### src/pid_pkg.sv
`default_nettype none

package pid_pkg;

	////////////////////////////////////////////////////////////
	// channel and datapath widths
	////////////////////////////////////////////////////////////

	localparam int n_chan  = 2;   // adc channels, one dac channel each
	localparam int w_chan  = 1;   // channel tag
	localparam int w_adc   = 18;  // signed adc sample
	localparam int w_comp  = 64;  // pid / opp arithmetic
	localparam int w_coef  = 16;  // setpoint and p, i, d coefficients

	// oversample filter
	localparam int w_osm   = 3;
	localparam int osm_max = 6;                // at most 64 samples averaged
	localparam int w_acc   = w_adc + osm_max;  // sum of 2^osm_max samples fits here
	localparam int w_cnt   = osm_max + 1;      // counts up to 2^osm_max

	// output preprocessor
	localparam int w_mlt   = 10;  // unsigned gain
	localparam int w_rs    = 6;   // right shift after the gain

	////////////////////////////////////////////////////////////
	// dac8568 serial frame
	////////////////////////////////////////////////////////////

	localparam int w_dac   = 16;
	localparam int w_frame = 32;  // prefix, cmd, addr, code, feature
	localparam int w_addr  = 4;

	localparam logic [3:0] dac_cmd_write_update = 4'b0011;  // write and update channel

	// system clocks per sclk half period, sclk = clk50 / (2*sclk_div)
	localparam int sclk_div = 1;

	////////////////////////////////////////////////////////////
	// payload types
	////////////////////////////////////////////////////////////

	typedef logic signed [w_adc-1:0]  adc_word_t;
	typedef logic signed [w_comp-1:0] comp_word_t;
	typedef logic [w_chan-1:0]        chan_t;
	typedef logic [w_dac-1:0]         dac_code_t;  // straight binary dac code

endpackage

`default_nettype wire

### src/stage_if.sv
`timescale 1ns/100ps
`default_nettype none

// one tagged item between two pipeline stages
// valid is a single cycle strobe, nothing pushes back
interface stage_if #(
	parameter type payload_t = logic
) ();

	logic           valid;    // item strobe
	pid_pkg::chan_t chan;     // source adc channel
	payload_t       data;     // sample, pid sum or dac code
	logic           lock_en;  // lock state of that channel, rides along

	modport src (
		output valid,
		output chan,
		output data,
		output lock_en
	);

	modport dst (
		input valid,
		input chan,
		input data,
		input lock_en
	);

endinterface

`default_nettype wire

### src/oversample_filter.sv
`timescale 1ns/100ps
`default_nettype none

module oversample_filter (
	input  logic                       clk50,
	input  logic                       reset,
	input  logic [pid_pkg::w_osm-1:0]  osm,           // average 2^osm samples
	input  logic [pid_pkg::n_chan-1:0] lock_en,
	input  logic                       sample_valid,
	input  pid_pkg::chan_t             sample_chan,
	input  pid_pkg::adc_word_t         sample_data,
	stage_if.src                       out
);

	logic signed [pid_pkg::w_acc-1:0] acc [pid_pkg::n_chan];  // running sum per channel
	logic [pid_pkg::w_cnt-1:0]        cnt [pid_pkg::n_chan];  // samples taken so far

	logic [pid_pkg::w_osm-1:0]        osm_eff;
	logic [pid_pkg::w_cnt-1:0]        target;
	logic [pid_pkg::w_cnt-1:0]        cnt_nxt;
	logic signed [pid_pkg::w_acc-1:0] sum;
	logic signed [pid_pkg::w_acc-1:0] avg;
	logic                             last;

	always_comb begin
		// modes above osm_max would overflow the counter
		osm_eff = (osm > pid_pkg::w_osm'(pid_pkg::osm_max)) ? pid_pkg::w_osm'(pid_pkg::osm_max) : osm;
		target  = pid_pkg::w_cnt'(1) << osm_eff;
		cnt_nxt = cnt[sample_chan] + 1'b1;
		sum     = acc[sample_chan] + pid_pkg::w_acc'(sample_data);  // sign extended
		avg     = sum >>> osm_eff;  // divide by sample count
		last    = (cnt_nxt == target);
	end

	////////////////////////////////////////////////////////////
	// counters and accumulators
	////////////////////////////////////////////////////////////

	always_ff @(posedge clk50) begin
		if (reset) begin
			for (int i = 0; i < pid_pkg::n_chan; i++) begin
				acc[i] <= '0;
				cnt[i] <= '0;
			end
			out.valid <= 1'b0;
		end else begin
			out.valid <= sample_valid && last;
			if (sample_valid) begin
				if (last) begin  // block complete, start over
					acc[sample_chan] <= '0;
					cnt[sample_chan] <= '0;
				end else begin
					acc[sample_chan] <= sum;
					cnt[sample_chan] <= cnt_nxt;
				end
			end
		end
	end

	// result, with the channel's lock level at emit time
	always_ff @(posedge clk50) begin
		if (sample_valid && last) begin
			out.data    <= avg[pid_pkg::w_adc-1:0];  // average fits the sample width
			out.chan    <= sample_chan;
			out.lock_en <= lock_en[sample_chan];
		end
	end

endmodule

`default_nettype wire

### src/flat_wrapper.sv
// flat-port wrapper written by rule: the top's interface ports become plain ports
module oversample_filter_flat 
  (clk50, reset, osm, lock_en, sample_valid, sample_chan, sample_data, out_valid, out_chan, out_data, out_lock_en);
  stage_if out_i ();
  input  logic clk50;
  input  logic reset;
  input  logic [pid_pkg::w_osm-1:0] osm;
  input  logic [pid_pkg::n_chan-1:0] lock_en;
  input  logic sample_valid;
  input  pid_pkg::chan_t sample_chan;
  input  pid_pkg::adc_word_t sample_data;
  output wire logic [$bits(out_i.valid)-1:0] out_valid;
  output wire logic [$bits(out_i.chan)-1:0] out_chan;
  output wire logic [$bits(out_i.data)-1:0] out_data;
  output wire logic [$bits(out_i.lock_en)-1:0] out_lock_en;
  assign out_valid = out_i.valid;
  assign out_chan = out_i.chan;
  assign out_data = out_i.data;
  assign out_lock_en = out_i.lock_en;
  oversample_filter u_core (.clk50(clk50), .reset(reset), .osm(osm), .lock_en(lock_en), .sample_valid(sample_valid), .sample_chan(sample_chan), .sample_data(sample_data), .out(out_i));
endmodule
### config.mk
export PLATFORM = sky130hd
export DESIGN_NAME = oversample_filter_flat
export DESIGN_NICKNAME = d
export VERILOG_FILES = /design/src/pid_pkg.sv /design/src/stage_if.sv /design/src/oversample_filter.sv /design/src/flat_wrapper.sv
export SDC_FILE = /design/constraint.sdc
export NUM_CORES = 1
export LEC_CHECK = 0
export BUFFER_PORTS_ARGS = -buffer_cell sky130_fd_sc_hd__buf_2
export CAP_MARGIN = 10
export CORE_UTILIZATION = 40
export CTS_BUF_LIST = sky130_fd_sc_hd__clkbuf_4
export CTS_CLUSTER_DIAMETER = 80
export DETAILED_ROUTE_END_ITERATION = 10
export HOLD_SLACK_MARGIN = 0.03
export SYNTH_ARGS = -nofsm -noshare
export SYNTH_HDL_FRONTEND = slang
export SYNTH_SLANG_ARGS = --single-unit
export TNS_END_PERCENT = 100
### constraint.sdc
create_clock -name clk50 -period 11 [get_ports clk50]
set_clock_uncertainty 0.2 [all_clocks]
set_input_delay 2.2 -clock clk50 [delete_from_list [all_inputs] [get_ports clk50]]
set_output_delay 2.2 -clock clk50 [all_outputs]
set_load 0.01 [all_outputs]
; After elaboration in Yosys (flattened, before gate mapping)
; Memory sizes are Yosys's and may differ from the RTL's.
; Index checks and enable logic that the tools add are counted.
[word_totals]
reg_bits = 4
memories = 2
out_inout_bits = 4
word_cells = 39
in_bits = 27
ramBits = 62
[op_classes]
n_shift = 2
order_cmp = 2
n_bitwise = 2
n_mux = 21
addsub = 2
reduce_logical = 3
eq_ne = 1
[mem_list]
columns = name, depth, word_bits, read_ports, rd_ports_with_merged_regs, wr, line_no
row1 = u_core.acc, 2, 24, 1, 0, 2, oversample_filter.sv:15  ; logic signed [pid_pkg::w_acc-1:0] acc [pid_pkg::n_chan];
row2 = u_core.cnt, 2, 7, 1, 0, 2, oversample_filter.sv:16  ; logic [pid_pkg::w_cnt-1:0] cnt [pid_pkg::n_chan];
[op_table]
columns = operator, n
row1 = $mux 24, 2
row2 = $add 24x18->24, 1
row3 = $reduce_or 24->1, 1
row4 = $sshr 24x3->1, 1
row5 = $mux 1, 16
row6 = $mux 7, 2
row7 = $add 7x1->7 const B, 1
row8 = $eq 7x7->1, 1
row9 = $reduce_or 7->1, 1
row10 = $shl 1x3->7 const A, 1
row11 = $gt 3x3->1 const B, 1
row12 = $mux 3, 1
row13 = $lt 1x2->1 const B, 1
row14 = $or 1x1->1, 2
row15 = $logic_and 1x1->1, 1

; Longest topological paths before layout
[depth]
depth_word = 11
depth_mapped = 12
mapped_depth_nobuf = 9

; Least setup slack after synthesis
; No wires, ideal clock.
[synth_timing]
path_type = input-to-reg
from = input port sample_chan
to = memory u_core.acc[1][4] (netlist bit), data pin
stages = 12
setup_ns = 0.261
arrival_time_ns = 4.788
path_slack_ns = 5.751
path_buffers = 4
t_required_ns = 10.539
cell_sequence = buf_6 > buf_6 > buf_1 > mux2_1 > ha_1 > nand4b_1 > nand2_1 > xnor3_1 > or3_4 > o311ai_4 > buf_6 > nor2_1
[synth_rtl]
columns = item, line_no
row1 = "start, declared", flat_wrapper.sv:10  ; input pid_pkg::chan_t sample_chan;
row2 = "end, declared", oversample_filter.sv:15

==> reports/results.tsv <==
stage	metric	value	unit
status	outcome	completed	
layout	Layout area overhead	9.71	%
detailed_routing	First-pass DRT Iterations	4	
power_and_ir_drop	part of the power in registers	49.1	%
clock_network	post-CTS sizing	0	
clock_network	clk sinks	32	
logic_synthesis	Post-synth EDFFs	31	
logic_synthesis	Synth Register Bits	32	
clock_network	CTS Buf Count	5	
min_path	Hold Path Depth	3	
floorplanning	row cnt	25	
detailed_routing	DR vias/cell	5.06	
power_and_ir_drop	Int Pwr	0.000214	W
timing	Slew headroom	49.7	%
min_path	HP Start	u_core.cnt[1][0]	
critical_path	type of origin of the critical path	input port	
timing	Slew Viols, Final	0	
critical_path	CP top delay family	simple AND/OR/NAND/NOR gates	
timing	setup violators final	0	
min_path	Hold Crit Class	flip-flop to flip-flop	
layout	n_diodes	0	
logic_synthesis	Synth Cell Area	2040	um^2
global_routing	gr usage total	16.2	%
power_and_ir_drop	Combinational Power Share	20.3	%
placement	Placer Congestion	0.794	
critical_path	Crit path arrival time	5180	ps
global_routing	vias in the first global route	1310	
timing	RSZ-0062 raised after global routing	false	
clock_network	CTS tree	yes	
timing	Final period util	48.2	%
timing	worst hold slack	609	ps
floorplanning	Die Ht	73.3	um
min_path	Hold EP	u_core.cnt[1][0]	
global_routing	Congestion Overflow GR	0	
floorplanning	die width	73.3	um
power_and_ir_drop	LEAKAGE	0.939	nW
logic_synthesis	Cell variety after synth	44	
critical_path	critical path peak fanout	25	
critical_path	R2R Setup Slk	7720	ps
layout	layout cells sized above 1	21.7	%
critical_path	Max stage delay on crit path	640	ps
timing	Final Hold Viols	0	
logic_synthesis	Mean Syn Cell Area	12.0	um^2
critical_path	R2R cell count	9	
timing	TNS Setup	0	ps
clock_network	CTS HTree Levels	2	
layout	Final nets	224	
logic_synthesis	dominant synthesized flop cell	edfxtp_1	
detailed_routing	via count	1296	
clock_network	post-CTS setup buffer count	0	
timing	minimum clock period	5310	ps
global_routing	initial antenna violation count	0	
timing	Max Clk Rate	188	MHz
detailed_routing	Remaining DRCs	0	
logic_synthesis	Mapped Nets	206	
logic_synthesis	yosys warns	0	
detailed_routing	M1 wire length	1660	um
detailed_routing	Antenna Violating Nets Remaining	0	
power_and_ir_drop	clock power share	30.7	%
logic_synthesis	ys async rst share	0	%
critical_path	Worst Setup End Kind	flip-flop	
floorplanning	Die ar.	5380	um^2
power_and_ir_drop	P_sw	0.0000826	W
clock_network	worst skew pair latency	340	ps
critical_path	WS Path Type	input port to flip-flop	
clock_network	Clock transition at path regs	100	ps
critical_path	reg2reg end	u_core.cnt[0][5]	
floorplanning	I/O pin cnt	31	
critical_path	RR Startpoint	u_core.cnt[0][0]	
timing	Slew @ Worst Pin	752	ps
detailed_routing	initial drt markers	77	
layout	most frequent cells in the layout	nor2_1 (33), edfxtp_1 (31), buf_2 (19)	
logic_synthesis	Seq/Total Area, Yosys	46.7	%
critical_path	worst path bufs/invs	2	
floorplanning	core region area	4820	um^2
power_and_ir_drop	Sw Ratio	27.8	%
critical_path	cells along the critical path	buf_2, mux2i_1, inv_2, ha_1, nand4b_1, nand2_1, xnor3_1, or3_4, o311ai_4, nor2_1	
clock_network	CTS Hold Buffers Added	0	
critical_path	Setup crit start	sample_chan	
detailed_routing	WL/cell	14.6	um
layout	commonest non-fill, non-tap cell in the layout	nor2_1	
power_and_ir_drop	Power Density	133	nW/um^2
detailed_routing	met2 routed WL	1830	um
detailed_routing	max layer used	met4	
floorplanning	Initial Util	42.3	%
logic_synthesis	Gate Count Post-Synth	170	
detailed_routing	final WL	3730	um
critical_path	Slowest-stage cell, CP	o311ai_4	
detailed_routing	DR WL met3	202	um
global_routing	largest net degree at the start of global routing	26	
run	max_cap viols	0	
global_routing	first-pass GRT wire length	6290	um
clock_network	CTS Root Cell	clkbuf_4	
clock_network	Clock Path Buffers	2	
placement	dpl hpwl	2610	um
placement	number of port buffers	19	
power_and_ir_drop	VDD IR max	0.0495	mV
critical_path	CP required	10870	ps
-- cells by family (layout without fill, tap and decap cells) --
family          Yosys count  count (layout)  share of synthesized area, %
simple gates             67              67                          16.8
flops                    32              32                          46.7
compound gates           18              18                          8.67
mux                      16              16                          9.04
xor+xnor                 14              14                          8.79
buf+inv                  14              33                          4.12
fa+ha+maj                 9               9                          5.90
-- cell usage after synthesis (all sizes together), types with 4 or more instances --
cell type,number,area [um^2]
inv,6,22.5
a21oi,4,20.0
buf,6,53.8
a21o,4,30.0
xor2,8,85.1
mux2,9,101
nor3,5,30.0
edfxtp,31,931
nor2,35,136
nand2,10,37.5
mux2i,6,60.1
ha,8,100
-- flip-flops by register name, indices dropped and copies added, names as in the netlist --
name and count:
u_core.out.chan 1, u_core.acc 14, u_core.out.valid 1, u_core.out.data 1
u_core.cnt 14, u_core.out.lock_en 1
-- worst register-to-register path: stages (launching register included) --
cell	delay (ps)
edfxtp_1	440
mux2i_1	280
inv_2	110
ha_1	250
nand4b_1	150
nand2_1	120
xnor3_1	350
or3_4	370
o311ai_4	640
nor2_1	100
-- stage by stage --
step | power [W] | cell area (um^2) | worst slack, ps | instances | utilization, %
finish | 0.000297 | 2230 | 5690 | 256 | 46.4
global placement | 0.000207 | 2150 | 5380 | 248 | 44.7
floorplan | 0.000196 | 2040 | 5750 | 170 | -
detailed placement | 0.000209 | 2150 | 5300 | 248 | 44.7
CTS | 0.000298 | 2230 | 5630 | 256 | 46.4
global route | 0.000313 | 2230 | 5430 | 256 | 46.4
-- final cells by class --
type	instances	area, um^2
clock buffers	5	37.5
clock inverters	3	42.5
fillers	456	2580
inverters	6	22.5
multi-input cells	124	1000
flip-flops and latches	32	951
well taps	67	83.8
repair buffers	19	95.1
-- worst max path at each step --
| stage | to | slack, ps | depth (start not counted) |
|---|---|---|---|
| after detailed placement | u_core.cnt[0][5] | 5300 | 10 |
| after CTS | u_core.cnt[0][5] | 5630 | 10 |
| after global routing | u_core.cnt[0][5] | 5430 | 10 |
| after global placement | u_core.acc[0][5] | 5380 | 10 |
| final | u_core.cnt[0][5] | 5690 | 10 |
| after floorplan | u_core.acc[1][4] | 5750 | 12 |
-- layer usage --
metal / track usage (%) / vias up
met5: 0 / -
met4: 5.98 / 0
met3: 4.94 / 5
met2: 26.9 / 25
met1: 19.9 / 621
li1: - / 645
-- power groups by stage --
stage	logic [W]	registers [W]	clock network (W)
2_1_floorplan	0.0000485	0.000148	0
3_3_place_gp	0.0000586	0.000148	0
3_5_place_dp	0.0000601	0.000149	0
4_1_cts	0.0000607	0.000146	0.0000915
5_1_grt	0.0000684	0.000147	0.0000984
6_report	0.0000602	0.000146	0.0000911
(Power assumes the default switching activity.)
