--- src/pid_pkg.sv ---
`default_nettype none

package pid_pkg;

	////////////////////////////////////////////////////////////
	// channel and datapath widths
	////////////////////////////////////////////////////////////

	localparam int n_chan  = 2;   // adc channels, one dac channel each
	localparam int w_chan  = 1;   // channel tag
	localparam int w_adc   = 18;  // signed adc sample
	localparam int w_comp  = 64;  // pid / opp arithmetic
	localparam int w_coef  = 16;  // setpoint and p, i, d coefficients

	// oversample filter
	localparam int w_osm   = 3;
	localparam int osm_max = 6;                // at most 64 samples averaged
	localparam int w_acc   = w_adc + osm_max;  // sum of 2^osm_max samples fits here
	localparam int w_cnt   = osm_max + 1;      // counts up to 2^osm_max

	// output preprocessor
	localparam int w_mlt   = 10;  // unsigned gain
	localparam int w_rs    = 6;   // right shift after the gain

	////////////////////////////////////////////////////////////
	// dac8568 serial frame
	////////////////////////////////////////////////////////////

	localparam int w_dac   = 16;
	localparam int w_frame = 32;  // prefix, cmd, addr, code, feature
	localparam int w_addr  = 4;

	localparam logic [3:0] dac_cmd_write_update = 4'b0011;  // write and update channel

	// system clocks per sclk half period, sclk = clk50 / (2*sclk_div)
	localparam int sclk_div = 1;

	////////////////////////////////////////////////////////////
	// payload types
	////////////////////////////////////////////////////////////

	typedef logic signed [w_adc-1:0]  adc_word_t;
	typedef logic signed [w_comp-1:0] comp_word_t;
	typedef logic [w_chan-1:0]        chan_t;
	typedef logic [w_dac-1:0]         dac_code_t;  // straight binary dac code

endpackage

`default_nettype wire

--- src/stage_if.sv ---
`timescale 1ns/100ps
`default_nettype none

// one tagged item between two pipeline stages
// valid is a single cycle strobe, nothing pushes back
interface stage_if #(
	parameter type payload_t = logic
) ();

	logic           valid;    // item strobe
	pid_pkg::chan_t chan;     // source adc channel
	payload_t       data;     // sample, pid sum or dac code
	logic           lock_en;  // lock state of that channel, rides along

	modport src (
		output valid,
		output chan,
		output data,
		output lock_en
	);

	modport dst (
		input valid,
		input chan,
		input data,
		input lock_en
	);

endinterface

`default_nettype wire

--- src/dac_cmd_if.sv ---
`timescale 1ns/100ps
`default_nettype none

interface dac_cmd_if ();

	logic                 valid;  // one cycle, only while controller idle
	pid_pkg::chan_t       chan;   // dac address
	pid_pkg::dac_code_t   code;
	logic                 done;   // frame finished, controller idle again

	modport queue (
		output valid,
		output chan,
		output code,
		input  done
	);

	modport ctrl (
		input  valid,
		input  chan,
		input  code,
		output done
	);

endinterface

`default_nettype wire

--- src/dac_instr_queue.sv ---
`timescale 1ns/100ps
`default_nettype none

module dac_instr_queue (
	input  logic     clk50,
	input  logic     reset,
	stage_if.dst     in,
	dac_cmd_if.queue cmd
);

	logic [pid_pkg::n_chan-1:0] pending;                  // a code waits for this channel
	pid_pkg::dac_code_t         code_q   [pid_pkg::n_chan];  // newest code per channel
	logic                       busy;                     // frame on the wire

	logic [pid_pkg::n_chan-1:0] pend_now;
	pid_pkg::dac_code_t         code_now [pid_pkg::n_chan];
	pid_pkg::chan_t             sel;
	logic                       idle;

	always_comb begin
		for (int c = 0; c < pid_pkg::n_chan; c++) begin
			// incoming code overwrites the held one, latest wins
			pend_now[c] = pending[c] || (in.valid && in.chan == pid_pkg::chan_t'(c));
			code_now[c] = (in.valid && in.chan == pid_pkg::chan_t'(c)) ? in.data : code_q[c];
		end
		sel = '0;
		for (int c = pid_pkg::n_chan - 1; c >= 0; c--)
			if (pend_now[c])
				sel = pid_pkg::chan_t'(c);  // lowest channel first
		idle = !busy || cmd.done;             // done frees the controller this cycle
	end

	always_ff @(posedge clk50) begin
		if (reset) begin
			pending   <= '0;
			busy      <= 1'b0;
			cmd.valid <= 1'b0;
		end else begin
			cmd.valid <= 1'b0;
			pending   <= pend_now;
			busy      <= busy && !cmd.done;
			if (idle && |pend_now) begin
				cmd.valid     <= 1'b1;
				pending[sel]  <= 1'b0;
				busy          <= 1'b1;
			end
		end
	end

	always_ff @(posedge clk50) begin
		for (int c = 0; c < pid_pkg::n_chan; c++)
			code_q[c] <= code_now[c];
		cmd.chan <= sel;
		cmd.code <= code_now[sel];
	end

endmodule

`default_nettype wire

--- src/flat_wrapper.sv ---
// flat-port wrapper written by rule: the top's interface ports become plain ports
module dac_instr_queue_flat 
  (clk50, reset, in_valid, in_chan, in_data, in_lock_en, cmd_valid, cmd_chan, cmd_code, cmd_done);
  stage_if in_i ();
  dac_cmd_if cmd_i ();
  input  logic clk50;
  input  logic reset;
  input wire logic [$bits(in_i.valid)-1:0] in_valid;
  input wire logic [$bits(in_i.chan)-1:0] in_chan;
  input wire logic [$bits(in_i.data)-1:0] in_data;
  input wire logic [$bits(in_i.lock_en)-1:0] in_lock_en;
  output wire logic [$bits(cmd_i.valid)-1:0] cmd_valid;
  output wire logic [$bits(cmd_i.chan)-1:0] cmd_chan;
  output wire logic [$bits(cmd_i.code)-1:0] cmd_code;
  input wire logic [$bits(cmd_i.done)-1:0] cmd_done;
  assign in_i.valid = in_valid;
  assign in_i.chan = in_chan;
  assign in_i.data = in_data;
  assign in_i.lock_en = in_lock_en;
  assign cmd_valid = cmd_i.valid;
  assign cmd_chan = cmd_i.chan;
  assign cmd_code = cmd_i.code;
  assign cmd_i.done = cmd_done;
  dac_instr_queue u_core (.clk50(clk50), .reset(reset), .in(in_i), .cmd(cmd_i));
endmodule
--- config.mk ---
export PLATFORM = sky130hd
export DESIGN_NAME = dac_instr_queue_flat
export DESIGN_NICKNAME = d
export VERILOG_FILES = /design/src/pid_pkg.sv /design/src/stage_if.sv /design/src/dac_cmd_if.sv /design/src/dac_instr_queue.sv /design/src/flat_wrapper.sv
export SDC_FILE = /design/constraint.sdc
export NUM_CORES = 1
export LEC_CHECK = 0
export BUFFER_PORTS_ARGS = -buffer_cell sky130_fd_sc_hd__buf_2
export CAP_MARGIN = 20
export CORE_ASPECT_RATIO = 1.5
export CORE_MARGIN = 8
export CORE_UTILIZATION = 49
export DETAILED_ROUTE_END_ITERATION = 8
export GPL_TIMING_DRIVEN = 0
export PLACE_DENSITY = 0.81
export SLEW_MARGIN = 10
export SYNTH_ARGS = -nofsm -noshare
export SYNTH_HDL_FRONTEND = slang
export SYNTH_SLANG_ARGS = --single-unit
--- constraint.sdc ---
create_clock -name clk50 -period 1.3 [get_ports clk50]
set_clock_uncertainty 0.1 [all_clocks]
set_input_delay 0.13 -clock clk50 [delete_from_list [all_inputs] [get_ports clk50]]
set_output_delay 0.13 -clock clk50 [all_outputs]
set_load 0.02 [all_outputs]
# Word level (Yosys, flattened, before mapping)
# Memories as Yosys holds them, arrays and structs flattened.
# Index checks and enable logic that the tools add are counted.
[classes]
bitwise = 4
mux = 12
n_reduce_logical = 11
magnitude_cmp = 3
[op_table]
columns = ["operator", "n"]
rows = [
  ["$mux 16", 5],
  ["$logic_and 1x1->1", 5],
  ["$mux 1", 5],
  ["$logic_or 1x1->1", 3],
  ["$and 2x2->2", 1],
  ["$ge 2x2->1 const B", 1],
  ["$logic_not 1->1", 2],
  ["$lt 1x2->1 const B", 1],
  ["$mux 2", 1],
  ["$not 1->2", 1],
  ["$not 2->2", 1],
  ["$reduce_or 2->1", 1],
  ["$demux 1 s1", 1],
  ["$ge 1x1->1 const B", 1],
  ["$not 1->1", 1],
]
[totals]
elab_cells = 36
n_memories = 1
ff_bits = 21
inputBits = 7
output_inout_bits = 18
ram_bits = 32
[mem_list]
columns = ["memory", "words", "word_bits", "rd", "rd_ports_with_merged_regs", "write_ports", "line", "text"]
rows = [
  ["u_core.code_q", 2, 16, 2, 0, 2, "dac_instr_queue.sv:12", "pid_pkg::dac_code_t code_q [pid_pkg::n_chan];"],
]

# Longest topological paths before layout
[logic_depth]
depth_word = 11
mapped_depth = 4
ltp_nobuf = 3

# Worst setup path before layout
# Ideal clock, no wire load.
[synth_timing]
path_type = "register to register"
from = "register u_core.pending[1] in the netlist's numbering"
to = "register u_core.cmd.code[10]"
stages_incl_launch_ff = 5
required_ns = 1.079
t_arrival_ns = 1.198
setup_time_ns = 0.121
n_path_buf = 1
period_less_slack_ns = 1.419
path_slack_ns = -0.119
path_cell_list = "dfxtp_1 > nand2b_1 > a21oi_4 > buf_12 > mux2_4"
[synth_between]
elab_chain_len = 7
[synth_rtl]
columns = ["item", "line", "text"]
rows = [
  ["start, declared", "dac_instr_queue.sv:11", "logic [pid_pkg::n_chan-1:0] pending;"],
  ["start signal, assigned", "dac_instr_queue.sv:40", "pending <= pend_now;"],
  ["$logic_or 1x1->1", "dac_instr_queue.sv:23", "pend_now[c] = pending[c] || (in.valid && in.chan == pid_pkg::chan_t'(c));"],
  ["$mux 1 (2 in series)", "dac_instr_queue.sv:28", "if (pend_now[c])"],
  ["via u_core.sel", "dac_instr_queue.sv:17", "pid_pkg::chan_t sel;"],
  ["$not 1->2 (implied by the code)", "dac_instr_queue.sv:54", "cmd.code <= code_now[sel];"],
  ["$mux 16 (implied by the code) (3 in series)", "dac_instr_queue.sv:54", ""],
  ["end signal, assigned", "dac_instr_queue.sv:54", ""],
  ["end, declared", "dac_cmd_if.sv:14", "output code,"],
]
# The timed path passes the listed nets, and every way through them passes these cells. The select of a mux whose other input is x is not followed.
# A chain may end at the register's enable or synchronous reset.

# Final worst setup path
# Same ends and word-level chain as after synthesis.

==> flow_metrics.env <==
export IMPL_syn_inst=127
export IMPL_setup_viol=9
export IMPL_wirelength_microns=2820
export IMPL_clkTransAtPathRegs_ns=0.09
export IMPL_port_buffers=23
export IMPL_critPathLaunch="u_core.pending[1]$_SDFF_PP0_"
export IMPL_layout_common_cells="dfxtp_1 (51), buf_2 (23), and2_1 (18)"
export IMPL_postSynthAreaPerCell_sq_um=13.3
export IMPL_grt_overflow_total=0
export IMPL_synth_main_ff_cell="dfxtp_1"
export IMPL_dp_cells=192
export IMPL_clkLatencyLatePin_ns=0.30
export IMPL_worstReg2RegEnd="u_core.cmd.code[10]$_DFF_P_"
export IMPL_required_ns=1.40
export IMPL_drc_errors=0
export IMPL_drt_iter0_markers=15
export IMPL_max_vdd_ir_drop_uv=1130
export IMPL_cts_tree="built"
export IMPL_die_h_microns=88.0
export IMPL_die_area_sq_um=5640
export IMPL_cp_start_kind="flip-flop"
export IMPL_vias=976
export IMPL_syn_to_final_growth_pct=21.0
export IMPL_initial_core_util_pct=50.6
export IMPL_syn_area_sq_um=1700
export IMPL_viasPerCell=4.78
export IMPL_r2r_cells=4
export IMPL_synth_edf_count=0
export IMPL_violations="setup timing"
export IMPL_ios=25
export IMPL_grt_use_total_pct=11.1
export IMPL_max_slew_margin_rel_pct=74.9
export IMPL_critical_path_class="reg -> reg"
export IMPL_antenna_found_initial=0
export IMPL_worst_pin_slew_ns=0.377
export IMPL_htreeDepth=2
export IMPL_layout_commonest_cell="dfxtp_1"
export IMPL_cp_arrival_ns=1.41
export IMPL_tns_ns=-0.0331
export IMPL_worstSetupEndpoint="u_core.cmd.code[10]$_DFF_P_"
export IMPL_grt_pass1_vias=1065
export IMPL_crit_path_max_fanout=10
export IMPL_gp_congestion=0.753
export IMPL_fmax_mhz=763
export IMPL_hold_class="in -> reg"
export IMPL_grt_start_max_net_pins=18
export IMPL_leakagePower_nw=0.938
export IMPL_syn_nets=134
export IMPL_synth_yosys_seq_area_share_pct=62.6
export IMPL_die_w_microns=64.0
export IMPL_drive_gt1_share_pct=43.8
export IMPL_slew_viol_final=0
export IMPL_nets=168
export IMPL_cts_buffers_inserted=5
export IMPL_coreArea_sq_um=3350
export IMPL_cts_buffer_depth=2
export IMPL_ant_nets=0
export IMPL_root_buffer="clkbuf_8"
export IMPL_r2r_start="u_core.pending[1]$_SDFF_PP0_"
export IMPL_fill_cells=284
export IMPL_async_flop_share_pct=0
export IMPL_layout_worst_path_cycle_share_pct=101
export IMPL_synth_seq_cells=53
export IMPL_stdcell_count=204
export IMPL_end_kind="flip-flop"
export IMPL_wl_per_cell_microns=13.8
export IMPL_synth_top_area_cell="dfxtp_1"
export IMPL_powerDensity_nw_per_um2=1420
export IMPL_status="finished, violations left"
export IMPL_min_period_ns=1.31
export IMPL_cap_violations=0
export IMPL_dp_hpwl_microns=1960
export IMPL_r2r_slack_ns=-0.01
export IMPL_dr_pass1_iters=4
export IMPL_synth_top_area_share_pct=62.6
export IMPL_synth_cell_types=24
export IMPL_diodes=0
export IMPL_rows=26
export IMPL_synth_area_top_cells="dfxtp_1 (63%), mux2_4 (8.0%), and2_1 (6.6%), and2_2 (5.3%), mux2_2 (5.3%)"
export IMPL_ys_warnings_count=0
export IMPL_finalHoldViolations=0
export IMPL_rsz0062_at_grt="yes"
export IMPL_final_setup_worst_slack_ns=-0.0101
export IMPL_clock_sinks=53
export IMPL_grt_pass1_wl_microns=4910
==> how the worst min path moves through the flow <==
stage                  start                            to  slack (ns)  cells after the start
global route        cmd_done  u_core.pending[0]$_SDFF_PP0_        0.04                      3
global placement       reset  u_core.pending[1]$_SDFF_PP0_        0.23                      2
CTS                 cmd_done  u_core.pending[0]$_SDFF_PP0_        0.04                      3
detailed placement     reset  u_core.pending[1]$_SDFF_PP0_        0.24                      2
finish              cmd_done  u_core.pending[0]$_SDFF_PP0_        0.06                      3
floorplan              reset  u_core.pending[1]$_SDFF_PP0_        0.09                      1
==> stage by stage <==
step	setup WS [ns]	total power, W	utilization, %	area [sq um]	hold WS (ns)
floorplan	-0.0518	0.00179	-	1700	0.0917
global placement	-0.188	0.00183	55.6	1860	0.228
detailed placement	-0.204	0.00183	55.6	1860	0.240
CTS	-0.0333	0.00295	61.5	2060	0.0382
global route	-0.0503	0.00303	61.2	2050	0.0399
finish	-0.0101	0.00292	61.2	2050	0.0559
==> per-layer routing <==
layer,share of wire [%],wire length (microns),vias to the layer above,track usage [%]
li1,-,-,479,-
met1,40,1140,460,10.4
met2,50,1400,27,19.5
met3,6.9,196,10,5.51
met4,2.9,82,0,5.70
met5,0,0,-,0
==> critical path, stage by stage, from the launching register on <==
cell and delay, ns:
dfxtp_4 0.37, nand2b_4 0.06, a21oi_4 0.20, buf_12 0.18, mux2_4 0.30
==> power breakdown <==
part | switching [W] | internal [W] | total (W)
combinational | 0.0000834 | 0.0000766 | 0.000160
clock | 0.000528 | 0.000576 | 0.00110
sequential | 0.0000107 | 0.00164 | 0.00165
total | 0.000622 | 0.00230 | 0.00292
==> area by class of cell <==
type | instances | area [sq um] | area share, %
Multi-Input combinational cell | 68 | 614 | 29.9
Sequential cell | 53 | 1070 | 52.0
Buffer | 3 | 31.3 | 1.52
Timing Repair Buffer | 28 | 165 | 8.05
Tap cell | 42 | 52.6 | 2.56
Inverter | 2 | 7.51 | 0.366
Clock buffer | 5 | 68.8 | 3.35
Clock inverter | 3 | 46.3 | 2.26
==> synth_stat cells (2+ instances only) <==
library cell and n:
dfxtp_1 53, and2_1 18, and2_2 12, mux2_4 9, mux2_2 8, nand2b_1 3, a211oi_1 2, a21oi_1 2
inv_1 2, nor2_1 2, nor2b_1 2, nor3_1 2
==> registers in the layout (all words and copies together) (netlist names) <==
| name | flops |
|---|---|
| u_core.code_q | 32 |
| u_core.pending | 2 |
| u_core.busy | 1 |
| u_core.cmd.chan | 1 |
| u_core.cmd.valid | 1 |
| u_core.cmd.code | 16 |
==> cells by family after synthesis <==
family                 after synthesis  synth area share, %
AOI/OAI and AO/OA                    8                 3.84
buffers and inverters                6                 2.95
and+or+nand+nor                     42                 16.8
muxes                               18                 13.9
DFF                                 53                 62.6
==> timing repair <==
item / CTS / global route
resized for setup: 10 / 1
hold buffers: 2 / 0
endpoints found under the setup margin: 15 / 15
buffers inserted: 3 / 0
cloned: 0 / 0
pin swaps: 1 / 1
endpoints found under the hold margin: 6 / 0
Power figures use the tool's default switching activity.
