`src/pid_pkg.sv`:
```
`default_nettype none

package pid_pkg;

	////////////////////////////////////////////////////////////
	// channel and datapath widths
	////////////////////////////////////////////////////////////

	localparam int n_chan  = 2;   // adc channels, one dac channel each
	localparam int w_chan  = 1;   // channel tag
	localparam int w_adc   = 18;  // signed adc sample
	localparam int w_comp  = 64;  // pid / opp arithmetic
	localparam int w_coef  = 16;  // setpoint and p, i, d coefficients

	// oversample filter
	localparam int w_osm   = 3;
	localparam int osm_max = 6;                // at most 64 samples averaged
	localparam int w_acc   = w_adc + osm_max;  // sum of 2^osm_max samples fits here
	localparam int w_cnt   = osm_max + 1;      // counts up to 2^osm_max

	// output preprocessor
	localparam int w_mlt   = 10;  // unsigned gain
	localparam int w_rs    = 6;   // right shift after the gain

	////////////////////////////////////////////////////////////
	// dac8568 serial frame
	////////////////////////////////////////////////////////////

	localparam int w_dac   = 16;
	localparam int w_frame = 32;  // prefix, cmd, addr, code, feature
	localparam int w_addr  = 4;

	localparam logic [3:0] dac_cmd_write_update = 4'b0011;  // write and update channel

	// system clocks per sclk half period, sclk = clk50 / (2*sclk_div)
	localparam int sclk_div = 1;

	////////////////////////////////////////////////////////////
	// payload types
	////////////////////////////////////////////////////////////

	typedef logic signed [w_adc-1:0]  adc_word_t;
	typedef logic signed [w_comp-1:0] comp_word_t;
	typedef logic [w_chan-1:0]        chan_t;
	typedef logic [w_dac-1:0]         dac_code_t;  // straight binary dac code

endpackage

`default_nettype wire

```
`src/stage_if.sv`:
```
`timescale 1ns/100ps
`default_nettype none

// one tagged item between two pipeline stages
// valid is a single cycle strobe, nothing pushes back
interface stage_if #(
	parameter type payload_t = logic
) ();

	logic           valid;    // item strobe
	pid_pkg::chan_t chan;     // source adc channel
	payload_t       data;     // sample, pid sum or dac code
	logic           lock_en;  // lock state of that channel, rides along

	modport src (
		output valid,
		output chan,
		output data,
		output lock_en
	);

	modport dst (
		input valid,
		input chan,
		input data,
		input lock_en
	);

endinterface

`default_nettype wire

```
`src/output_preprocessor.sv`:
```
`timescale 1ns/100ps
`default_nettype none

module output_preprocessor (
	input  logic                      clk50,
	input  logic                      reset,
	input  pid_pkg::dac_code_t        out_max,
	input  pid_pkg::dac_code_t        out_min,
	input  pid_pkg::dac_code_t        out_init,     // code while unlocked, offset while locked
	input  logic [pid_pkg::w_mlt-1:0] multiplier,   // unsigned
	input  logic [pid_pkg::w_rs-1:0]  right_shift,
	stage_if.dst                      in,
	stage_if.src                      out
);

	pid_pkg::comp_word_t scaled;
	pid_pkg::comp_word_t level;
	pid_pkg::dac_code_t  code;

	////////////////////////////////////////////////////////////
	// scale, offset, clamp
	////////////////////////////////////////////////////////////

	always_comb begin
		// multiplier zero extends, product stays signed
		scaled = (in.data * pid_pkg::comp_word_t'(multiplier)) >>> right_shift;
		level  = pid_pkg::comp_word_t'(out_init) + scaled;
		if (!in.lock_en)
			code = out_init;
		else if (level > pid_pkg::comp_word_t'(out_max))
			code = out_max;
		else if (level < pid_pkg::comp_word_t'(out_min))
			code = out_min;
		else
			code = level[pid_pkg::w_dac-1:0];  // in range, so no loss
	end

	always_ff @(posedge clk50) begin
		if (reset)
			out.valid <= 1'b0;
		else
			out.valid <= in.valid;
	end

	always_ff @(posedge clk50) begin
		if (in.valid) begin
			out.data    <= code;
			out.chan    <= in.chan;
			out.lock_en <= in.lock_en;
		end
	end

endmodule

`default_nettype wire

```
`src/flat_wrapper.sv`:
```
// flat-port wrapper written by rule: the top's interface ports become plain ports
module output_preprocessor_flat 
  (clk50, reset, out_max, out_min, out_init, multiplier, right_shift, in_valid, in_chan, in_data, in_lock_en, out_valid, out_chan, out_data, out_lock_en);
  stage_if in_i ();
  stage_if out_i ();
  input  logic clk50;
  input  logic reset;
  input  pid_pkg::dac_code_t out_max;
  input  pid_pkg::dac_code_t out_min;
  input  pid_pkg::dac_code_t out_init;
  input  logic [pid_pkg::w_mlt-1:0] multiplier;
  input  logic [pid_pkg::w_rs-1:0] right_shift;
  input wire logic [$bits(in_i.valid)-1:0] in_valid;
  input wire logic [$bits(in_i.chan)-1:0] in_chan;
  input wire logic [$bits(in_i.data)-1:0] in_data;
  input wire logic [$bits(in_i.lock_en)-1:0] in_lock_en;
  output wire logic [$bits(out_i.valid)-1:0] out_valid;
  output wire logic [$bits(out_i.chan)-1:0] out_chan;
  output wire logic [$bits(out_i.data)-1:0] out_data;
  output wire logic [$bits(out_i.lock_en)-1:0] out_lock_en;
  assign in_i.valid = in_valid;
  assign in_i.chan = in_chan;
  assign in_i.data = in_data;
  assign in_i.lock_en = in_lock_en;
  assign out_valid = out_i.valid;
  assign out_chan = out_i.chan;
  assign out_data = out_i.data;
  assign out_lock_en = out_i.lock_en;
  output_preprocessor u_core (.clk50(clk50), .reset(reset), .out_max(out_max), .out_min(out_min), .out_init(out_init), .multiplier(multiplier), .right_shift(right_shift), .in(in_i), .out(out_i));
endmodule
```
`config.mk`:
```
export PLATFORM = sky130hd
export DESIGN_NAME = output_preprocessor_flat
export DESIGN_NICKNAME = d
export VERILOG_FILES = /design/src/pid_pkg.sv /design/src/stage_if.sv /design/src/output_preprocessor.sv /design/src/flat_wrapper.sv
export SDC_FILE = /design/constraint.sdc
export NUM_CORES = 1
export LEC_CHECK = 0
export BUFFER_PORTS_ARGS = -buffer_cell sky130_fd_sc_hd__buf_2
export CORE_MARGIN = 2
export CORE_UTILIZATION = 30
export CTS_CLUSTER_SIZE = 8
export DETAILED_ROUTE_END_ITERATION = 12
export SLEW_MARGIN = 20
export SYNTH_ARGS = -nofsm -noshare
export SYNTH_HDL_FRONTEND = slang
export SYNTH_SLANG_ARGS = --single-unit
```
`constraint.sdc`:
```
create_clock -name clk50 -period 5 [get_ports clk50]
set_input_delay 0.25 -clock clk50 [delete_from_list [all_inputs] [get_ports clk50]]
set_output_delay 0.25 -clock clk50 [all_outputs]
set_load 0.02 [all_outputs]
```
* Word-level counts from Yosys, hierarchy flattened
Cells that the tools add are included.
** Storage, ports and cells
- Register bits after elaboration :: 4
- Output and inout bits :: 4
** Operators by class
- Multiply operators :: 1
- Order comparisons :: 2
- Shifts and indexed selects :: 1
- $add $sub $neg :: 1
- Mux-type cells :: 3
** Operator list (number)
- $add 17x64->64 :: 1
- $gt 64x17->1 :: 1
- $lt 64x17->1 :: 1
- $sshr 11x6->64 :: 1
- $mul 1x10->11 :: 1
- $mux 1 :: 3

* Depth between registers and ports, before layout
- Depth in word-level cells :: 7
- Mapped depth :: 25
- Mapped depth without buffers :: 24

* Worst setup path after synthesis
OpenSTA, ideal clock, no wires.
- Path type :: input port to flip-flop
- From :: input right_shift[1] in the netlist's numbering
- To :: register u_core.out.data (data pin)
- Library setup time :: 163 ps
- Setup slack :: -42 ps
- Stages on the path :: 24
- Arrival :: 4879 ps
- Path buffers :: 1
- Path through :: buf_1 mux2_2 nor2_1 a211oi_1 a21oi_1 nor2_1 ha_1 inv_1 fa_1 nor2b_1 o2111ai_1 a31oi_1 a21o_1 a21oi_1 nor2_1 xor2_1 ha_1 a21oi_1 nand2_1 a221o_1 or3_2 mux2i_1 or4b_1 o221ai_1
** On the way
- Longest elaborated chain between the ends :: 6
** Ends and longest elaborated chain
- start, declared :: RTL line flat_wrapper.sv:12 : input logic [pid_pkg::w_rs-1:0] right_shift;
- $sshr 11x6->64 * :: RTL line output_preprocessor.sv:26 : scaled = (in.data * pid_pkg::comp_word_t'(multiplier)) >>> right_shift;
- $add 17x64->64 * :: RTL line output_preprocessor.sv:27 : level = pid_pkg::comp_word_t'(out_init) + scaled;
- $lt 64x17->1 :: RTL line output_preprocessor.sv:32 : else if (level < pid_pkg::comp_word_t'(out_min))
- $mux 1 :: RTL line output_preprocessor.sv:32
- $mux 1 * :: RTL line output_preprocessor.sv:30 : else if (level > pid_pkg::comp_word_t'(out_max))
- $mux 1 * :: RTL line output_preprocessor.sv:28 : if (!in.lock_en)
- named net u_core.code[0] :: RTL line output_preprocessor.sv:18 : pid_pkg::dac_code_t code;
- end signal, assigned :: RTL line output_preprocessor.sv:47 : out.data <= code;
- end, declared :: RTL line stage_if.sv:18 : output data,
Mark *: on every way through the listed nets, which the timed path passes. The rest lies on a longest branch.
A chain may end at the register's enable or synchronous reset.

* Worst setup path in the final report
- From :: input right_shift[0] in the netlist's numbering
- To :: register u_core.out.data (data pin)
The elaborated chain is that of the path after synthesis.

==> key figures <==
Place
  – DP Cell Count: 420
  – HPWL after detailed placement: 4330 um
  – Placed Instance Area: ~2500 um^2
  – Count of buffers inserted at the top-level ports: 73
  – Final weighted congestion in routability-driven placement: 0.811

Cells and area
  – Number of nets in the layout: 465
  – Proportion of layout cells with a drive suffix above 1: 0.361
  – Area of the multi-input gates: 1640 um^2
  – Area of all sequential standard cells: approximately 110 um^2
  – Area of all placed cells without fillers: ~2600 um^2
  – Layout area overhead: 42.6%
  – Antenna diode instance count: 0
  – Layout Cells excl Fill: 427
  – Filler cells: 621
  – Final cell utilization of the core: 0.441

Logic synthesis
  – Number of enable flip-flop cells after synthesis: 3
  – Synthesized net count: 365
  – Average cell area after synthesis: 7.24 um^2
  – Synthesized instance count: 253
  – Count of unique library cells instantiated by Yosys: between 40 and 50
  – Count of yosys warnings during synthesis: 0
  – Combined area of all synthesized cells: 1830 um^2
  – Proportion of register bits with asynchronous set or reset after synthesis: 0
  – Synthesis-stage register bit count: 4
  – Yosys top cell area share: 0.280
  – Fraction of the yosys area taken by sequential cells: 0.0602
  – Cell type contributing the most total cell area after synthesis: sky130_fd_sc_hd__ha_1
  – Synth top area cells: sky130_fd_sc_hd__ha_1, sky130_fd_sc_hd__inv_1, sky130_fd_sc_hd__a21oi_1, sky130_fd_sc_hd__edfxtp_1, sky130_fd_sc_hd__nor2_1
  – Top flip-flop cell by instance count after synthesis: sky130_fd_sc_hd__edfxtp_1

STA
  – Headroom to the max-slew limit: 0.526
  – Share of the cycle needed by the critical path after routing: 0.968
  – Time the final worst path needs with I/O delays and setup: 4.84 ns
  – Slew of the pin with the lowest slew margin: 0.692 ns
  – Setup repair after global routing missed its margin: yes
  – Fmax achieved: just over 200 MHz
  – Final slew viol count: 0
  – Final hold vios: 0
  – Final setup fails: 0

Clocking
  – Clk buf depth: 2
  – Clock input transition at the sequential cells of the worst setup and hold paths: 0.04 ns
  – Inserted Clock Buffers: 3
  – H-Tree Level Count: 1
  – Buffer type at the clock tree root: sky130_fd_sc_hd__clkbuf_8
  – Post-CTS Hold Buffers: 0
  – Clock sink count: 4
  – Clock tree from TritonCTS: built

Worst setup path
  – Highest net fanout along the worst path: 4
  – Arr. time, crit path: 4.90 ns
  – Crit-path leading delay family: simple AND/OR/NAND/NOR gates
  – Start-to-end type of the worst setup path: primary input to register
  – Kind of end point of the critical path: register
  – CP max-delay cell: sky130_fd_sc_hd__or4b_1
  – Required time of the worst setup path: about 5 ns
  – Critical Path Source Type: primary input
  – Biggest cell delay along the critical path: ~0.45 ns
  – Sum of buffers and inverters on the critical path: 3
  – Number of cells on the critical path: 26
  – Source of the critical timing path: right_shift[0]

Floorplan
  – Std cell rows: 28
  – Die Ht: 82.1 um
  – Initial core utilization: 0.309
  – Die footprint: 6740 um^2
  – Core box area: 5920 um^2
  – Die X-Extent: 82.1 um
  – I/O pin count: 74

Routing
  – Via count: 2067
  – DRC: 0
  – Final routed wirelength across all metal layers: ~4800 um
  – Vias per inst: just under 5
  – Post-route antenna net violation count: 0
  – DRC violation total after the first TritonRoute iteration: 47
  – DR WL/cell: approximately 11 um
  – First-pass iteration count of the detailed router: 4

Global routing
  – Number of antenna violations at the first check in global routing: 0
  – Total global routing overflow: 0
  – Global-route usage over all layers: 0.140
  – Global-route wire length before repair: 7560 um
  – Maximum number of pins on one net before global-route repair: 12
  – Via count of the first global-routing pass: approximately 1900

Power and ir drop
  – Power density over the cells: around 110 nW/um^2
  – Worst vdd ir: 0.120 mV
  – Lkg Pwr: 1.41 nW

Hold path
  – Critical hold path startpoint: reset
  – Instance count along the most critical hold path: 2
  – Hold crit path type: primary input to register

Outcome
  – Result of the run: finished, final reports clean

Run
  – # Max-Cap Violations: 0
Yosys cell counts, drive strengths merged, types with 2 or more instances:
library cell / count
a22oi: 2
nand2b: 6
nand4: 5
nand3: 5
nor2: 24
nand2: 14
inv: 40
a21o: 8
ha: 41
nor2b: 5
a31oi: 2
edfxtp: 3
nor4: 4
mux2i: 7
mux2: 2
nor4b: 2
a21oi: 19
o21ai: 9
o21a: 3
a211oi: 4
nor3: 9
xnor2: 8
a2111oi: 2
or3: 2
xor2: 6
mux4: 2
clkbuf: 5
registers in the layout (all words and copies together) (netlist names):
name / count
u_core.out.data: 1
u_core.out.valid: 1
u_core.out.lock_en: 1
u_core.out.chan: 1
layout by cell type, fill, tap and decap left out, types with 2 or more instances in the layout:
cell and instances:
sky130_fd_sc_hd__nand3_1 5, sky130_fd_sc_hd__nand2_1 14, sky130_fd_sc_hd__a21oi_1 17, sky130_fd_sc_hd__a211oi_1 3, sky130_fd_sc_hd__xor2_1 6, sky130_fd_sc_hd__mux2_2 2, sky130_fd_sc_hd__buf_4 28, sky130_fd_sc_hd__nor3_1 8
sky130_fd_sc_hd__a2111oi_0 2, sky130_fd_sc_hd__inv_1 40, sky130_fd_sc_hd__xnor2_1 8, sky130_fd_sc_hd__clkbuf_8 3, sky130_fd_sc_hd__nor4_1 3, sky130_fd_sc_hd__mux2i_1 7, sky130_fd_sc_hd__o21a_1 3, sky130_fd_sc_hd__nor2_1 21
sky130_fd_sc_hd__mux4_2 2, sky130_fd_sc_hd__a21o_1 8, sky130_fd_sc_hd__a22oi_1 2, sky130_fd_sc_hd__buf_2 73, sky130_fd_sc_hd__nor2b_1 4, sky130_fd_sc_hd__o21ai_0 9, sky130_fd_sc_hd__edfxtp_1 3, sky130_fd_sc_hd__nand2b_1 5
sky130_fd_sc_hd__nand4_1 5, sky130_fd_sc_hd__nor2_2 3, sky130_fd_sc_hd__ha_1 40
path summary, 6_finish.rpt:
path | endpoint | slack [ns]
max | u_core.out.data | 0.16
min | u_core.out.valid | 0.18
layout make-up:
type | count | area share
clock buffers | 4 | 0.0173
inverters | 40 | 0.0575
multi-input cells | 203 | 0.627
flip-flops and latches | 4 | 0.0422
well taps | 75 | 0.0360
repair buffers | 101 | 0.221
repair_timing:
action / 4_1_cts / 5_1_grt
endpoints found under the setup margin: 1 / 1
setup buffers: 0 / 3
pin swaps: 1 / 17
gates resized for setup: 4 / 17
kinds of logic after synthesis:
kind of cell,count (synthesis),share of synthesized area
AND/OR/NAND/NOR,82,0.226
AO/OA/AOI/OAI,54,0.187
adder cells (fa/ha/maj),42,0.291
XOR/XNOR,14,0.0670
multiplexers,11,0.0752
buffers and inverters,46,0.0943
flip-flops,4,0.0602
where the power goes:
| group | total (mW) | leakage (nW) | switching (mW) | internal (mW) |
|---|---|---|---|---|
| logic | 0.180 | 1.35 | 0.0901 | 0.0897 |
| clock network | 0.0749 | 0.0228 | 0.0202 | 0.0547 |
| registers | 0.0395 | 0.0377 | 0.000483 | 0.0390 |
| total | 0.294 | 1.41 | 0.111 | 0.183 |
per-stage QoR:
stage / power [mW] / TNS [ns] / setup slack [ns] / hold slack [ns]
floorplan: 0.141 / 0 / 0.0609 / 0.322
global placement: 0.210 / -0.320 / -0.320 / 0.409
detailed placement: 0.213 / -0.299 / -0.299 / 0.413
CTS: 0.291 / 0 / 0.0165 / 0.183
global route: 0.323 / -0.115 / -0.115 / 0.191
finish: 0.294 / 0 / 0.160 / 0.185
per-layer routing:
metal / vias up / share of wire / global-route usage
met5: - / 0 / 0
met1: 910 / 0.45 / 0.176
met3: 6 / 0.056 / 0.0239
met2: 52 / 0.48 / 0.252
met4: 0 / 0.0087 / 0.0250
li1: 1099 / - / -
No activity file was read; power rests on OpenSTA's default activity.
