[src/pid_pkg.sv]
`default_nettype none

package pid_pkg;

	////////////////////////////////////////////////////////////
	// channel and datapath widths
	////////////////////////////////////////////////////////////

	localparam int n_chan  = 2;   // adc channels, one dac channel each
	localparam int w_chan  = 1;   // channel tag
	localparam int w_adc   = 18;  // signed adc sample
	localparam int w_comp  = 64;  // pid / opp arithmetic
	localparam int w_coef  = 16;  // setpoint and p, i, d coefficients

	// oversample filter
	localparam int w_osm   = 3;
	localparam int osm_max = 6;                // at most 64 samples averaged
	localparam int w_acc   = w_adc + osm_max;  // sum of 2^osm_max samples fits here
	localparam int w_cnt   = osm_max + 1;      // counts up to 2^osm_max

	// output preprocessor
	localparam int w_mlt   = 10;  // unsigned gain
	localparam int w_rs    = 6;   // right shift after the gain

	////////////////////////////////////////////////////////////
	// dac8568 serial frame
	////////////////////////////////////////////////////////////

	localparam int w_dac   = 16;
	localparam int w_frame = 32;  // prefix, cmd, addr, code, feature
	localparam int w_addr  = 4;

	localparam logic [3:0] dac_cmd_write_update = 4'b0011;  // write and update channel

	// system clocks per sclk half period, sclk = clk50 / (2*sclk_div)
	localparam int sclk_div = 1;

	////////////////////////////////////////////////////////////
	// payload types
	////////////////////////////////////////////////////////////

	typedef logic signed [w_adc-1:0]  adc_word_t;
	typedef logic signed [w_comp-1:0] comp_word_t;
	typedef logic [w_chan-1:0]        chan_t;
	typedef logic [w_dac-1:0]         dac_code_t;  // straight binary dac code

endpackage

`default_nettype wire

[src/stage_if.sv]
`timescale 1ns/100ps
`default_nettype none

// one tagged item between two pipeline stages
// valid is a single cycle strobe, nothing pushes back
interface stage_if #(
	parameter type payload_t = logic
) ();

	logic           valid;    // item strobe
	pid_pkg::chan_t chan;     // source adc channel
	payload_t       data;     // sample, pid sum or dac code
	logic           lock_en;  // lock state of that channel, rides along

	modport src (
		output valid,
		output chan,
		output data,
		output lock_en
	);

	modport dst (
		input valid,
		input chan,
		input data,
		input lock_en
	);

endinterface

`default_nettype wire

[src/pid_core.sv]
`timescale 1ns/100ps
`default_nettype none

module pid_core (
	input  logic                              clk50,
	input  logic                              reset,
	input  logic signed [pid_pkg::w_coef-1:0] setpoint,
	input  logic signed [pid_pkg::w_coef-1:0] p_coef,
	input  logic signed [pid_pkg::w_coef-1:0] i_coef,
	input  logic signed [pid_pkg::w_coef-1:0] d_coef,
	stage_if.dst                              in,
	stage_if.src                              out
);

	pid_pkg::comp_word_t err_sum  [pid_pkg::n_chan];  // integrator state
	pid_pkg::comp_word_t prev_err [pid_pkg::n_chan];  // for the derivative term

	pid_pkg::comp_word_t err;
	pid_pkg::comp_word_t sum_nxt;
	pid_pkg::comp_word_t diff;
	pid_pkg::comp_word_t pid_sum;

	////////////////////////////////////////////////////////////
	// pid terms
	////////////////////////////////////////////////////////////

	always_comb begin
		err     = pid_pkg::comp_word_t'(setpoint) - pid_pkg::comp_word_t'(in.data);
		sum_nxt = err_sum[in.chan] + err;   // integral includes current error
		diff    = err - prev_err[in.chan];
		pid_sum = pid_pkg::comp_word_t'(p_coef) * err
			+ pid_pkg::comp_word_t'(i_coef) * sum_nxt
			+ pid_pkg::comp_word_t'(d_coef) * diff;
	end

	always_ff @(posedge clk50) begin
		if (reset) begin
			for (int i = 0; i < pid_pkg::n_chan; i++) begin
				err_sum[i]  <= '0;
				prev_err[i] <= '0;
			end
			out.valid <= 1'b0;
		end else begin
			out.valid <= in.valid;
			if (in.valid) begin
				if (in.lock_en) begin
					err_sum[in.chan]  <= sum_nxt;
					prev_err[in.chan] <= err;
				end else begin
					// unlocked sample, forget history
					err_sum[in.chan]  <= '0;
					prev_err[in.chan] <= '0;
				end
			end
		end
	end

	// sum goes out even when unlocked, opp substitutes out_init
	always_ff @(posedge clk50) begin
		if (in.valid) begin
			out.data    <= pid_sum;
			out.chan    <= in.chan;
			out.lock_en <= in.lock_en;
		end
	end

endmodule

`default_nettype wire

[src/flat_wrapper.sv]
// flat-port wrapper written by rule: the top's interface ports become plain ports
module pid_core_flat 
  (clk50, reset, setpoint, p_coef, i_coef, d_coef, in_valid, in_chan, in_data, in_lock_en, out_valid, out_chan, out_data, out_lock_en);
  stage_if in_i ();
  stage_if out_i ();
  input  logic clk50;
  input  logic reset;
  input  logic signed [pid_pkg::w_coef-1:0] setpoint;
  input  logic signed [pid_pkg::w_coef-1:0] p_coef;
  input  logic signed [pid_pkg::w_coef-1:0] i_coef;
  input  logic signed [pid_pkg::w_coef-1:0] d_coef;
  input wire logic [$bits(in_i.valid)-1:0] in_valid;
  input wire logic [$bits(in_i.chan)-1:0] in_chan;
  input wire logic [$bits(in_i.data)-1:0] in_data;
  input wire logic [$bits(in_i.lock_en)-1:0] in_lock_en;
  output wire logic [$bits(out_i.valid)-1:0] out_valid;
  output wire logic [$bits(out_i.chan)-1:0] out_chan;
  output wire logic [$bits(out_i.data)-1:0] out_data;
  output wire logic [$bits(out_i.lock_en)-1:0] out_lock_en;
  assign in_i.valid = in_valid;
  assign in_i.chan = in_chan;
  assign in_i.data = in_data;
  assign in_i.lock_en = in_lock_en;
  assign out_valid = out_i.valid;
  assign out_chan = out_i.chan;
  assign out_data = out_i.data;
  assign out_lock_en = out_i.lock_en;
  pid_core u_core (.clk50(clk50), .reset(reset), .setpoint(setpoint), .p_coef(p_coef), .i_coef(i_coef), .d_coef(d_coef), .in(in_i), .out(out_i));
endmodule
[config.mk]
export PLATFORM = sky130hd
export DESIGN_NAME = pid_core_flat
export DESIGN_NICKNAME = d
export VERILOG_FILES = /design/src/pid_pkg.sv /design/src/stage_if.sv /design/src/pid_core.sv /design/src/flat_wrapper.sv
export SDC_FILE = /design/constraint.sdc
export NUM_CORES = 1
export LEC_CHECK = 0
export BUFFER_PORTS_ARGS = -buffer_cell sky130_fd_sc_hd__buf_2
export CAP_MARGIN = 20
export CORE_MARGIN = 5
export CORE_UTILIZATION = 30
export DETAILED_ROUTE_END_ITERATION = 10
export GPL_ROUTABILITY_DRIVEN = 0
export PLACE_DENSITY = 0.84
export SLEW_MARGIN = 10
export SYNTH_ARGS = -nofsm -noshare
export SYNTH_HDL_FRONTEND = slang
export SYNTH_SLANG_ARGS = --single-unit
[constraint.sdc]
create_clock -name clk50 -period 2.95 [get_ports clk50]
set_input_delay 0.4425 -clock clk50 [delete_from_list [all_inputs] [get_ports clk50]]
set_output_delay 0.4425 -clock clk50 [all_outputs]
set_load 0.01 [all_outputs]
Word level (Yosys, flattened, before mapping)
Memories as Yosys holds them, arrays and structs flattened.
Cells that the tools add are included.
Storage, ports and cells
  word-level logic and storage cells: 36
  flip-flop bits (word level): 4
  output and inout port bits: 4
  bits of input ports: 70
  RAM bits: 256
  memories kept: 2
Operators by class
  bitwise gates (word level): 2
  $mul: 3
  reduce and logical (&&, ||, !) cells: 2
  mux-type cells: 18
  add/subtract/negate cells: 5
Memories
  u_core.err_sum: depth 2, bits a word 64, rd ports 1, clocked after memory_dff 0, write ports 2, line pid_core.sv:15  | pid_pkg::comp_word_t err_sum [pid_pkg::n_chan];
  u_core.prev_err: depth 2, bits a word 64, rd ports 1, clocked after memory_dff 0, write ports 2, line pid_core.sv:16  | pid_pkg::comp_word_t prev_err [pid_pkg::n_chan];
Operator list (number)
  64-bit two-way mux: 4
  16-bit by 64-bit multiplier with 1-bit output: 2
  64-bit OR reduction: 2
  64-bit by 17-bit adder with 64-bit output: 1
  17-bit by 64-bit subtractor with 64-bit output: 1
  16-bit by 17-bit multiplier with 1-bit output: 1
  16-bit by 2-bit subtractor with 17-bit output: 1
  1-bit two-way mux: 14
  1-bit adder: 2
  1-bit OR: 2

Depth between registers and ports, before layout
  depth in word-level cells: 7
  gate-level depth with buffers: 5
  mapped depth without buffers: 4

Worst setup path before layout
Ideal clock, no wire load.
  path type: in2reg
  start: input in_chan
  end: register u_core.out.data, data pin
  library setup time: 0.263 ns
  cell stages on the path: 5
  data required time: 2.687 ns
  buffers on the path: 1
  path slack: 1.217 ns
  data arrival time: 1.470 ns
  cells stage by stage: buf_6 -> mux2i_2 -> and3_1 -> o221a_1 -> a2111o_1
On the way
  longest elaborated chain between the ends: 5
  elaborated cells on any way between the ends: 8
  those cells by class: add/sub (4); mul (2); memory (2)
Ends and longest elaborated chain
  from (decl): line flat_wrapper.sv:13  | input wire logic [$bits(in_i.chan)-1:0] in_chan;
  memory read 2 x 64 bit
  64-bit by 17-bit adder with 64-bit output: line pid_core.sv:29  | sum_nxt = err_sum[in.chan] + err;
  16-bit by 64-bit multiplier with 1-bit output: line pid_core.sv:32  | + pid_pkg::comp_word_t'(i_coef) * sum_nxt
  1-bit adder: line pid_core.sv:32
  1-bit adder *: line pid_core.sv:33  | + pid_pkg::comp_word_t'(d_coef) * diff;
  net u_core.pid_sum[0]: line pid_core.sv:21  | pid_pkg::comp_word_t pid_sum;
  to (signal assigned): line pid_core.sv:61  | out.data <= pid_sum;
  to (decl): line stage_if.sv:18  | output data,
The timed path passes the listed nets; every way through them passes the cells marked *.
A chain may end at the register's enable or synchronous reset.

Worst setup path after layout
  start: input in_data
  end: register u_core.out.data, data pin
On the way
  longest elaborated chain between the ends: 5
  elaborated cells on any way between the ends: 8
  those cells by class: add/sub (5); mul (3)
Ends and longest elaborated chain
  from (decl): line flat_wrapper.sv:14  | input wire logic [$bits(in_i.data)-1:0] in_data;
  16-bit by 2-bit subtractor with 17-bit output *: line pid_core.sv:28  | err = pid_pkg::comp_word_t'(setpoint) - pid_pkg::comp_word_t'(in.data);
  64-bit by 17-bit adder with 64-bit output: line pid_core.sv:29
  16-bit by 64-bit multiplier with 1-bit output: line pid_core.sv:32
  1-bit adder: line pid_core.sv:32
  1-bit adder *: line pid_core.sv:33
  net u_core.pid_sum[0]: line pid_core.sv:21
Marked as above.

==> flow_metrics.env <==
export IMPL_p_int_mw=0.208
export IMPL_cp_arrival_ps=1760
export IMPL_grt_pass1_wl_um=1660
export IMPL_status="completed"
export IMPL_drive_gt1_frac=0.339
export IMPL_cp_required_ps=2950
export IMPL_fillers=158
export IMPL_cts_htree_levels=1
export IMPL_hold_viol=0
export IMPL_finalSetupTns_ps=0
export IMPL_rsz0062_at_grt="no"
export IMPL_max_cap_violations=0
export IMPL_critPathCaptureType="flop"
export IMPL_cts_made_buffers=3
export IMPL_synthCells=43
export IMPL_dieWidth_um=49.8
export IMPL_grt_max_degree=9
export IMPL_dieArea_um2=2480
export IMPL_fin_crit_sh=0.594
export IMPL_clk_pin_slew_ps=50
export IMPL_grt_antenna_before_repair=0
export IMPL_hold_path_depth=1
export IMPL_clock_latency_ps=270
export IMPL_yosys_warnings=0
export IMPL_first_global_vias=381
export IMPL_p_sw_frac=0.276
export IMPL_floorplan_initialDensity=0.315
export IMPL_die_y_um=49.8
export IMPL_setup_worst_path_class="input port to flop"
export IMPL_coreArea_um2=1510
export IMPL_power_frac_comb=0.185
export IMPL_routed_wl_um=1040
export IMPL_num_io_pins=74
export IMPL_maxSlewHeadroom=0.680
export IMPL_reg2reg_to="u_core.out.data$_DFFE_PP_"
export IMPL_p_leak_nw=0.239
export IMPL_setup_viol=0
export IMPL_worst_hold_slack_ps=384
export IMPL_grt_overflow=0
export IMPL_cp_slowest_cell="a2111o_1"
export IMPL_final_common_cell="buf_2"
export IMPL_cp_max_fo=5
export IMPL_worstReg2RegStart="u_core.err_sum[1][0]$_SDFFCE_PN0P_"
export IMPL_cts_sinks=8
export IMPL_timing_fmax_mhz=570
export IMPL_seqPwrFrac=0.473
export IMPL_ir_worst_vdd_mv=0.163
export IMPL_yosysUniqueCellTypes=28
export IMPL_routed_via_density=5.47
export IMPL_yosysSeqAreaShare=0.485
export IMPL_clkPwrFrac=0.342
export IMPL_drtPass1Iterations=5
export IMPL_period_needed_ps=1750
export IMPL_path_cells="buf_2 -> xnor2_1 -> nor2_1 -> o221a_1 -> a2111o_1"
export IMPL_wl_per_cell_um=13.8
export IMPL_synth_seq_cells=8
export IMPL_hold_class="input port to flop"
export IMPL_hold_end="u_core.out.lock_en$_DFFE_PP_"
export IMPL_port_buffers=13
export IMPL_start_kind="input port"
export IMPL_layout_nets=130
export IMPL_drtIter0Drc=12
export IMPL_regArea_um2=230
export IMPL_cts_setup_buffers=0
export IMPL_areaGrowthSynthToFinish_pct=21.1
export IMPL_clockBufferDepth=2
export IMPL_final_cell_mix="buf_2, edfxtp_1, nor2_1, clkbuf_4"
export IMPL_p_per_area_nw_per_um2=500
export IMPL_cts_resized_gates=0
export IMPL_drc=0
export IMPL_rows=14
export IMPL_finalClockSkew_ps=13.0
export IMPL_worst_r2r_path_depth=4
export IMPL_worst_slew_pin_slew_ps=476
export IMPL_ant_nets=0
export IMPL_synth_nets=113
export IMPL_holdBufCountCts=0
export IMPL_p_switching_mw=0.0794
export IMPL_slew_violations=0
export IMPL_power_mw=0.287
export IMPL_multi_input_area_um2=225
export IMPL_hp_start="in_lock_en"
export IMPL_root_buffer="clkbuf_4"
export IMPL_crit_path_max_incr_delay_ps=420
export IMPL_grt_usage=0.0918
export IMPL_syn_area_um2=474
export IMPL_n_antenna_cell=0
export IMPL_regToRegSetupSlack_ps=1220
export IMPL_syn_area_per_cell_um2=11.0
export IMPL_tritoncts="yes"
export IMPL_vias=410
==> critical path, delay by kind of cell <==
kind            cells  cell delay, ps
compound gates      2             680
buf+inv             1             120
simple gates        1             100
xor+xnor            1             410
==> power by group through the flow <==
stage	Combinational [mW]	Sequential, mW	Clock (mW)
after floorplan	0.0300	0.141	0
after global placement	0.0502	0.138	0
after detailed placement	0.0521	0.139	0
after CTS	0.0531	0.136	0.0985
after global routing	0.0585	0.137	0.104
final	0.0533	0.136	0.0982
==> Yosys cell counts (all sizes together) <==
| cell | count | share of area |
|---|---|---|
| edfxtp | 7 | 0.44 |
| nor2 | 5 | 0.040 |
| a21o | 2 | 0.034 |
| inv | 2 | 0.016 |
| mux2i | 2 | 0.050 |
| nand2 | 2 | 0.016 |
| nand3 | 2 | 0.021 |
| nand3b | 2 | 0.032 |
| nor3 | 2 | 0.021 |
| a2111o | 1 | 0.024 |
| a221oi | 1 | 0.018 |
| a31oi | 1 | 0.013 |
| and2 | 1 | 0.013 |
| and2b | 1 | 0.018 |
| and3 | 1 | 0.013 |
| buf | 1 | 0.024 |
| dfxtp | 1 | 0.042 |
| nand2b | 1 | 0.013 |
| nor2b | 1 | 0.013 |
| nor4 | 1 | 0.013 |
| nor4b | 1 | 0.018 |
| o211ai | 1 | 0.016 |
| o21ai | 1 | 0.011 |
| o221a | 1 | 0.024 |
| xnor2 | 1 | 0.018 |
| xor2 | 1 | 0.034 |
==> metal layers <==
metal	global-route usage	wire (µm)	up-vias
li1	-	-	197
met1	0.0985	415	184
met2	0.146	530	22
met3	0.0151	50	7
met4	0.0917	41	0
met5	0	0	-
==> stage by stage <==
step           utilization  cells  setup slack, ps  cell area [µm²]
2_1_floorplan            -     43             1220              474
3_3_place_gp         0.364     71             1010              548
3_5_place_dp         0.364     71              986              548
4_1_cts              0.381     75             1210              574
5_1_grt              0.381     75             1130              574
6_report             0.381     75             1200              574
==> logic make-up after synthesis <==
| logic type | after synthesis | share of synthesized area |
|---|---|---|
| xor+xnor | 2 | 0.0528 |
| compound gates | 8 | 0.140 |
| flops | 8 | 0.485 |
| simple gates | 20 | 0.232 |
| mux | 2 | 0.0501 |
| buf+inv | 3 | 0.0396 |
==> sequential cells by signal, summed over array words and instances (netlist names) <==
name                cells
u_core.err_sum          2
u_core.prev_err         2
u_core.out.chan         1
u_core.out.data         1
u_core.out.lock_en      1
u_core.out.valid        1
==> worst max-delay path by stage <==
stage	startpoint	end	slack, ps	depth (start not counted)
6_report	in_data	u_core.out.data$_DFFE_PP_	1200	5
5_1_grt	in_chan	u_core.out.data$_DFFE_PP_	1130	5
4_1_cts	in_data	u_core.out.data$_DFFE_PP_	1210	5
3_5_place_dp	in_data	u_core.out.data$_DFFE_PP_	990	5
3_3_place_gp	in_data	u_core.out.data$_DFFE_PP_	1010	5
2_1_floorplan	in_chan	u_core.out.data$_DFFE_PP_	1220	5
==> area by class of cell <==
| class | instances | area share |
|---|---|---|
| Sequential cell | 8 | 0.401 |
| Multi-Input combinational cell | 32 | 0.392 |
| Timing Repair Buffer | 13 | 0.113 |
| Clock buffer | 4 | 0.0458 |
| Tap cell | 16 | 0.0349 |
| Inverter | 2 | 0.0131 |
Power figures use the tool's default switching activity.
